## src/common/i2c_bridge_pkg.sv

```systemverilog
package i2c_bridge_pkg;

  // Byte engine opcodes
  typedef enum logic [2:0] {
    OP_START_WRITE,
    OP_WRITE,
    OP_READ_ACK,
    OP_READ_NACK,
    OP_STOP
  } i2c_op_e;

  // Sequencer states, W_* for writes and expander updates, R_* for reads
  typedef enum logic [3:0] {
    IDLE,
    W_ADDR,
    W_DATA0,
    W_DATA1,
    W_DATA2,
    W_STOP,
    R_ADDR,
    R_PTR,
    R_PSTOP,
    R_RADDR,
    R_BYTE,
    R_STOP
  } seq_state_e;

  // Command word decoding
  localparam logic [6:0] CMD_MAGIC    = 7'h03;
  localparam logic [5:0] ADDR_BUS1    = 6'h3c;
  localparam logic [5:0] ADDR_BUS2    = 6'h3d;
  localparam logic [5:0] ADDR_FILTER  = 6'h00;
  localparam logic [7:0] EXP_GPIO_REG = 8'h0a;

endpackage
```

## src/verilog/i2c_bridge_top.sv

```systemverilog
`timescale 1ns/100ps

module i2c_bridge_top #(
  parameter logic [15:0] PRESCALE      = 16'd4,
  parameter logic [6:0]  PORT_EXP_ADDR = 7'h20
) (
  input  logic        clk,
  input  logic        rst,
  input  logic [5:0]  cmd_addr_i,
  input  logic [31:0] cmd_data_i,
  input  logic        cmd_rqst_i,
  output logic        cmd_ack_o,
  output logic [31:0] cmd_resp_data_o,
  output logic        read_done_o,
  output logic        en_i2c2_o,
  output logic        ready_o,
  output logic        missed_ack_o,
  input  logic        scl_i,
  output logic        scl_t_o,
  input  logic        sda_i,
  output logic        sda_t_o
);

  import i2c_bridge_pkg::*;

  i2c_op_e    op;
  logic [7:0] tx_byte;
  logic       op_start;
  logic       op_done;
  logic [7:0] rx_byte;
  logic       nack;
  logic       run;
  logic       tick;

  i2c_cmd_sequencer #(
    .PORT_EXP_ADDR(PORT_EXP_ADDR)
  ) u_seq (
    .clk            (clk),
    .rst            (rst),
    .cmd_addr_i     (cmd_addr_i),
    .cmd_data_i     (cmd_data_i),
    .cmd_rqst_i     (cmd_rqst_i),
    .cmd_ack_o      (cmd_ack_o),
    .cmd_resp_data_o(cmd_resp_data_o),
    .read_done_o    (read_done_o),
    .en_i2c2_o      (en_i2c2_o),
    .ready_o        (ready_o),
    .missed_ack_o   (missed_ack_o),
    .op_o           (op),
    .tx_byte_o      (tx_byte),
    .op_start_o     (op_start),
    .op_done_i      (op_done),
    .rx_byte_i      (rx_byte),
    .nack_i         (nack)
  );

  i2c_bit_timer #(
    .PRESCALE(PRESCALE)
  ) u_timer (
    .clk   (clk),
    .rst   (rst),
    .run_i (run),
    .tick_o(tick)
  );

  // High *_t_o pulls the pin low
  i2c_byte_engine u_engine (
    .clk       (clk),
    .rst       (rst),
    .op_i      (op),
    .tx_byte_i (tx_byte),
    .op_start_i(op_start),
    .op_done_o (op_done),
    .rx_byte_o (rx_byte),
    .nack_o    (nack),
    .run_o     (run),
    .tick_i    (tick),
    .scl_i     (scl_i),
    .scl_t_o   (scl_t_o),
    .sda_i     (sda_i),
    .sda_t_o   (sda_t_o)
  );

endmodule

```

## src/i2c_bridge/i2c_byte_engine.sv

```systemverilog
`timescale 1ns/100ps

module i2c_byte_engine (
  input  logic                    clk,
  input  logic                    rst,
  input  i2c_bridge_pkg::i2c_op_e op_i,
  input  logic [7:0]              tx_byte_i,
  input  logic                    op_start_i,
  output logic                    op_done_o,
  output logic [7:0]              rx_byte_o,
  output logic                    nack_o,
  output logic                    run_o,
  input  logic                    tick_i,
  input  logic                    scl_i,
  output logic                    scl_t_o,
  input  logic                    sda_i,
  output logic                    sda_t_o
);

  import i2c_bridge_pkg::*;

  logic       in_start_q;
  logic       in_stop_q;
  logic       is_tx_q;
  logic       ack_low_q;
  logic [1:0] phase_q;
  logic [3:0] bit_q;
  logic [7:0] shift_q;
  logic       sda_smp_q;
  logic       scl_low;
  logic       sda_low;
  logic       load;
  logic       last_tick;

  // Line levels for the current quarter
  always_comb begin
    scl_low = 1'b0;
    sda_low = 1'b0;
    if (in_start_q) begin
      // SDA falls while SCL is high, then SCL goes low
      sda_low = (phase_q != 2'd0);
      scl_low = (phase_q == 2'd3);
    end else if (in_stop_q) begin
      // SDA rises in the third quarter with SCL high
      scl_low = (phase_q == 2'd0);
      sda_low = (phase_q <= 2'd1);
    end else begin
      scl_low = (phase_q == 2'd0) || (phase_q == 2'd3);
      if (bit_q == 4'd8) begin
        sda_low = ack_low_q;
      end else begin
        sda_low = is_tx_q && !shift_q[7];
      end
    end
  end

  assign load = op_start_i && !run_o;
  assign last_tick = tick_i && (phase_q == 2'd3) &&
                     (in_stop_q || (!in_start_q && (bit_q == 4'd8)));

  always_ff @(posedge clk) begin
    if (rst) begin
      run_o      <= 1'b0;
      op_done_o  <= 1'b0;
      nack_o     <= 1'b0;
      in_start_q <= 1'b0;
      in_stop_q  <= 1'b0;
      phase_q    <= 2'd0;
      bit_q      <= 4'd0;
      scl_t_o    <= 1'b0;
      sda_t_o    <= 1'b0;
    end else begin
      op_done_o <= 1'b0;
      nack_o    <= 1'b0;
      // Lines hold their last level between operations
      if (run_o) begin
        scl_t_o <= scl_low;
        sda_t_o <= sda_low;
      end
      if (load) begin
        run_o      <= 1'b1;
        in_start_q <= (op_i == OP_START_WRITE);
        in_stop_q  <= (op_i == OP_STOP);
        phase_q    <= 2'd0;
        bit_q      <= 4'd0;
      end else if (run_o && tick_i) begin
        phase_q <= phase_q + 2'd1;
        if (phase_q == 2'd3) begin
          if (in_start_q) begin
            in_start_q <= 1'b0;
          end else if (!in_stop_q && (bit_q != 4'd8)) begin
            bit_q <= bit_q + 4'd1;
          end
        end
        if (last_tick) begin
          run_o     <= 1'b0;
          op_done_o <= 1'b1;
          nack_o    <= is_tx_q && sda_smp_q;
        end
      end
    end
  end

  // Sample in the third quarter, shift at the end of each data bit
  always_ff @(posedge clk) begin
    if (load) begin
      shift_q   <= tx_byte_i;
      is_tx_q   <= (op_i == OP_START_WRITE) || (op_i == OP_WRITE);
      ack_low_q <= (op_i == OP_READ_ACK);
    end else if (run_o && tick_i && !in_start_q && !in_stop_q) begin
      if ((phase_q == 2'd2) && scl_i) begin
        sda_smp_q <= sda_i;
      end
      if ((phase_q == 2'd3) && (bit_q != 4'd8)) begin
        shift_q <= {shift_q[6:0], sda_smp_q};
      end
    end
  end

  assign rx_byte_o = shift_q;

endmodule

```

## src/i2c_bridge/i2c_bit_timer.sv

```systemverilog
`timescale 1ns/100ps

module i2c_bit_timer #(
  parameter logic [15:0] PRESCALE = 16'd4
) (
  input  logic clk,
  input  logic rst,
  input  logic run_i,
  output logic tick_o
);

  logic [15:0] cnt_q;

  // Counter parks at the reload value while idle, so a new count starts on run rising
  always_ff @(posedge clk) begin
    if (rst) begin
      cnt_q <= PRESCALE - 16'd1;
    end else if (!run_i || tick_o) begin
      cnt_q <= PRESCALE - 16'd1;
    end else begin
      cnt_q <= cnt_q - 16'd1;
    end
  end

  // One tick per quarter bit
  assign tick_o = run_i && (cnt_q == 16'd0);

endmodule

```

## src/i2c_bridge/i2c_cmd_sequencer.sv

```systemverilog
`timescale 1ns/100ps

module i2c_cmd_sequencer #(
  parameter logic [6:0] PORT_EXP_ADDR = 7'h20
) (
  input  logic                    clk,
  input  logic                    rst,
  input  logic [5:0]              cmd_addr_i,
  input  logic [31:0]             cmd_data_i,
  input  logic                    cmd_rqst_i,
  output logic                    cmd_ack_o,
  output logic [31:0]             cmd_resp_data_o,
  output logic                    read_done_o,
  output logic                    en_i2c2_o,
  output logic                    ready_o,
  output logic                    missed_ack_o,
  output i2c_bridge_pkg::i2c_op_e op_o,
  output logic [7:0]              tx_byte_o,
  output logic                    op_start_o,
  input  logic                    op_done_i,
  input  logic [7:0]              rx_byte_i,
  input  logic                    nack_i
);

  import i2c_bridge_pkg::*;

  seq_state_e state_q;
  seq_state_e state_next;
  logic [6:0] filt_q;
  logic       ant_q;
  logic [6:0] dev_q;
  logic [7:0] d0_q;
  logic [7:0] d1_q;
  logic       three_q;
  logic [1:0] byte_cnt_q;
  logic       is_i2c;
  logic       is_filt;
  logic       need_bus;
  logic       accept;
  logic       missed;
  logic       last_byte;

  assign is_i2c = ((cmd_addr_i == ADDR_BUS1) || (cmd_addr_i == ADDR_BUS2)) &&
                  (cmd_data_i[31:25] == CMD_MAGIC);
  // Filter update goes out only when it changes the shadow
  assign is_filt = (cmd_addr_i == ADDR_FILTER) &&
                   ((cmd_data_i[23:17] != filt_q) || (cmd_data_i[13] != ant_q));
  assign need_bus  = cmd_rqst_i && (is_i2c || is_filt);
  assign accept    = need_bus && (state_q == IDLE);
  assign missed    = need_bus && (state_q != IDLE);
  assign last_byte = op_done_i && (state_q == R_BYTE) && (byte_cnt_q == 2'd3);
  assign ready_o   = (state_q == IDLE);

  always_comb begin
    state_next = state_q;
    if (accept) begin
      state_next = (is_i2c && cmd_data_i[24]) ? R_ADDR : W_ADDR;
    end else if (op_done_i) begin
      case (state_q)
        W_ADDR:  state_next = W_DATA0;
        W_DATA0: state_next = W_DATA1;
        W_DATA1: state_next = three_q ? W_DATA2 : W_STOP;
        W_DATA2: state_next = W_STOP;
        R_ADDR:  state_next = R_PTR;
        R_PTR:   state_next = R_PSTOP;
        R_PSTOP: state_next = R_RADDR;
        R_RADDR: state_next = R_BYTE;
        R_BYTE:  state_next = (byte_cnt_q == 2'd3) ? R_STOP : R_BYTE;
        default: state_next = IDLE;
      endcase
    end
  end

  // Opcode and byte for the operation of the current state
  always_comb begin
    op_o      = OP_STOP;
    tx_byte_o = 8'hff;
    case (state_q)
      W_ADDR, R_ADDR: begin
        op_o      = OP_START_WRITE;
        tx_byte_o = {dev_q, 1'b0};
      end
      R_RADDR: begin
        op_o      = OP_START_WRITE;
        tx_byte_o = {dev_q, 1'b1};
      end
      W_DATA0, R_PTR: begin
        op_o      = OP_WRITE;
        tx_byte_o = d0_q;
      end
      W_DATA1: begin
        op_o      = OP_WRITE;
        tx_byte_o = d1_q;
      end
      W_DATA2: begin
        op_o      = OP_WRITE;
        tx_byte_o = 8'h00;
      end
      R_BYTE: begin
        op_o = (byte_cnt_q == 2'd3) ? OP_READ_NACK : OP_READ_ACK;
      end
      default: begin
        op_o = OP_STOP;
      end
    endcase
  end

  always_ff @(posedge clk) begin
    if (rst) begin
      state_q      <= IDLE;
      filt_q       <= 7'd0;
      ant_q        <= 1'b0;
      byte_cnt_q   <= 2'd0;
      op_start_o   <= 1'b0;
      read_done_o  <= 1'b0;
      missed_ack_o <= 1'b0;
      en_i2c2_o    <= 1'b0;
      cmd_ack_o    <= 1'b1;
    end else begin
      state_q     <= state_next;
      op_start_o  <= accept || (op_done_i && (state_next != IDLE));
      read_done_o <= last_byte;
      // Low for a missed request and for the whole read
      cmd_ack_o   <= !missed &&
                     !(state_next inside {R_ADDR, R_PTR, R_PSTOP, R_RADDR, R_BYTE});
      if (accept) begin
        missed_ack_o <= 1'b0;
        byte_cnt_q   <= 2'd0;
        en_i2c2_o    <= is_i2c ? (cmd_addr_i == ADDR_BUS2) : 1'b1;
        if (!is_i2c) begin
          filt_q <= cmd_data_i[23:17];
          ant_q  <= cmd_data_i[13];
        end
      end else begin
        if (nack_i) begin
          missed_ack_o <= 1'b1;
        end
        if (op_done_i && (state_q == R_BYTE)) begin
          byte_cnt_q <= byte_cnt_q + 2'd1;
        end
      end
    end
  end

  always_ff @(posedge clk) begin
    if (accept) begin
      three_q <= !is_i2c;
      if (is_i2c) begin
        dev_q <= cmd_data_i[22:16];
        d0_q  <= cmd_data_i[15:8];
        d1_q  <= cmd_data_i[7:0];
      end else begin
        dev_q <= PORT_EXP_ADDR;
        d0_q  <= EXP_GPIO_REG;
        d1_q  <= {cmd_data_i[13], cmd_data_i[23:17]};
      end
    end
    // Read bytes fill the response from the low byte up
    if (op_done_i && (state_q == R_BYTE)) begin
      cmd_resp_data_o[{byte_cnt_q, 3'b000} +: 8] <= rx_byte_i;
    end
  end

endmodule

```

## config.mk

```make
export PLATFORM = sky130hd
export DESIGN_NAME = i2c_bridge_top
export DESIGN_NICKNAME = d
export VERILOG_FILES = /design/src/common/i2c_bridge_pkg.sv /design/src/verilog/i2c_bridge_top.sv /design/src/i2c_bridge/i2c_byte_engine.sv /design/src/i2c_bridge/i2c_bit_timer.sv /design/src/i2c_bridge/i2c_cmd_sequencer.sv
export SDC_FILE = /design/constraint.sdc
export NUM_CORES = 1
export LEC_CHECK = 0
export BUFFER_PORTS_ARGS = -buffer_cell sky130_fd_sc_hd__buf_2
export CAP_MARGIN = 10
export CORE_UTILIZATION = 30
export DETAILED_ROUTE_END_ITERATION = 6
export SETUP_SLACK_MARGIN = 0.05
export SYNTH_ARGS = -nofsm -noshare
export SYNTH_HDL_FRONTEND = slang
export SYNTH_HIERARCHICAL = 1
export SYNTH_SLANG_ARGS = --single-unit
```

## constraint.sdc

```tcl
create_clock -name clk -period 5.4 [get_ports clk]
set_input_delay 0.81 -clock clk [delete_from_list [all_inputs] [get_ports clk]]
set_output_delay 0.81 -clock clk [all_outputs]
set_load 0.01 [all_outputs]
```

==> flow_summary.ini <==
[synthesis]
syn_area_per_cell_um2 = 10.4
yosysTopAreaCellShare_pct = 37.2
synth.distinct_cells = 66
synth_most_common_cell = nand2_1
synth_nets = 577
synth_area_leaders = edfxtp_1 37%, dfxtp_1 18%, and2_1 5.4%
synth_edf_count = 67
yosysTopAreaCell = edfxtp_1
synthCells = 522
synth_warnings = 6
synth_area_um2 = 5410
synthTopCellsByCount = 77 x nand2_1, 67 x edfxtp_1, 48 x dfxtp_1
ys.flop_type = edfxtp_1
async_reset_ff_share_pct = 0
ys_seq_elements = 115
yosysSeqAreaShare_pct = 54.9

[sta]
period_needed_ns = 3.13
tightest_slew_ns = 1.02
drv_slew = 0
max_freq_mhz = 320
clock_skew_ns = 0.00562
max-slew-margin-rel_pct = 31.6
tns_ns = 0
rsz0062_at_grt = no
hold_viol_final = 0
setup_violations = 0
min_period_over_period_pct = 57.9

[floorplan]
core_area_um2 = 17500
io_pins = 82
initial_core_util_pct = 31.0
rows = 48
fp.dieArea_um2 = 18600
die_h_um = 136
die_w_um = 136

[drt]
drc = 0
firstDrtPassIters = 4
avgRoutedWirePerCell_um = 13.8
drtIter0Drc = 201
ant_nets = 0
postRouteWirelength_um = 11600
via_per_inst = 4.73
vias = 3951

[worst_setup_path]
start_kind = primary input
worstSetupPathType = primary input to flop
cp_data_arrival_time_ns = 3.15
end_kind = flop
cp_max_fo = 28
cp.required_ns = 5.42

[power]
irDropWorstVdd_v = 0.000196
powerDensity_nw_per_um2 = 317
total_power_mw = 2.08
p_leak_nw = 2.57

[layout]
diodes = 0
syn_to_final_growth_pct = 21.4
finalNonFillerCells = 836
fin_nets = 655
drive_gt1_share_pct = 20.5

[global_route]
antenna_found_initial = 0
grt_pass1_wl_um = 19000
grt_pass1_vias = 3880
busiest_layer = met2
grt.met2_usage_pct = 21.0
overflow = 0
use_met1_pct = 16.5
use_met3_pct = 3.58
grt_util_all_layers_pct = 13.0
grt_max_degree = 29

[placement]
globalplace.congestion = 0.815
placedCellCount = 806
port-buffer-count = 81
hpwl_um = 8400

[worst_hold_path]
hp-class = flop to flop

[clock_tree]
cts_setup_buffers = 0
cts_buffers = 17
h-tree-depth = 4
cts_root_buf = clkbuf_16
clock_latency_ns = 0.40
clk_path_buf_depth = 2
cts_resized = 0
cts_sinks = 115
clk_pin_slew_worst_paths_ns = 0.05
cts_tree = done
postCtsHoldBufs = 0

[run_status]
status = complete, no violations

[job]
drv_cap = 0
## routing by layer
layer / vias up / wire, µm
met5: - / 0
met4: 0 / 169
met3: 12 / 526
met2: 102 / 5320
met1: 1850 / 5540
li1: 1987 / -
## layout make-up
| class | count | area, µm² |
|---|---|---|
| fill | 1706 | 10900 |
| timing repair buffer | 81 | 405 |
| multi-input combinational | 367 | 2250 |
| tap | 225 | 282 |
| clock inverter | 13 | 168 |
| inverter | 18 | 67.6 |
| sequential | 115 | 2970 |
| clock buffer | 17 | 425 |
## sequential cells by signal, indices dropped and copies added, names as in the netlist, 2 cells and up
register	flops
u_seq/state_q	4
u_timer/cnt_q	16
u_seq/d0_q	8
u_seq/dev_q	7
u_engine/bit_q	4
u_engine/rx_byte_o	8
u_seq/cmd_resp_data_o	32
u_seq/filt_q	7
u_engine/phase_q	2
u_seq/d1_q	8
u_seq/byte_cnt_q	2
## through the flow
stage | worst slack [ns] | util [%] | hold slack (ns) | instance area, µm²
floorplan | 2.63 | - | 0.385 | 5410
global placement | 2.03 | 34.2 | 0.398 | 5980
detailed placement | 1.83 | 34.2 | 0.409 | 5980
CTS | 2.26 | 37.6 | 0.422 | 6570
global route | 2.10 | 37.6 | 0.437 | 6570
finish | 2.27 | 37.6 | 0.423 | 6570
## worst paths after layout
check / startpoint / end / slack, ns / depth (start not counted)
max: cmd_data_i[28] / u_seq/dev_q[4]$_SDFFCE_PP0P_ / 2.27 / 5
min reg2reg: u_timer/cnt_q[0]$_SDFF_PP1_ / u_timer/cnt_q[0]$_SDFF_PP1_ / 0.42 / 1
min: u_timer/cnt_q[0]$_SDFF_PP1_ / u_timer/cnt_q[0]$_SDFF_PP1_ / 0.42 / 1
max reg2reg: u_timer/cnt_q[0]$_SDFF_PP1_ / u_engine/bit_q[3]$_SDFFE_PP0P_ / 2.30 / 9
## worst max-delay path: stages
cell     delay (ns)
buf_2          0.10
or4_4          0.54
nor3_4         0.71
o21ai_1        0.27
inv_1          0.71
## cells in the final DEF, fill, tap and decap left out, drive strengths merged, types with 3 or more instances in the layout
master	count
buf	81
nand2	77
edfxtp	67
dfxtp	48
and2	48
nor2	47
a21oi	22
o21ai	18
inv	18
clkbuf	17
xor2	13
ha	12
nor3	12
nor4	11
nand3	11
nand2b	9
mux2i	9
xnor2	8
o22ai	8
a22oi	7
clkinv	6
and3	5
bufinv	4
nor3b	4
o31ai	4
or4	4
clkinvlp	3
o211ai	3
nor2b	3
or3	3
## kinds of logic (layout without fill, tap and decap cells)
family / after synthesis / after routing / share of synthesized area [%]
XOR/XNOR: 21 / 21 / 3.40
buffers and inverters: 40 / 129 / 3.51
AO/OA/AOI/OAI: 80 / 80 / 9.90
multiplexers: 9 / 9 / 1.66
AND/OR/NAND/NOR: 245 / 245 / 23.8
adder cells (fa/ha/maj): 12 / 12 / 2.77
flip-flops: 115 / 115 / 54.9
## power by group
group / internal, mW / switching [mW] / leakage (nW)
sequential: 0.922 / 0.00112 / 1.03
clock: 0.756 / 0.366 / 0.281
combinational: 0.0174 / 0.0201 / 1.26
total: 1.70 / 0.387 / 2.57
No activity file was read; power rests on OpenSTA's default activity.
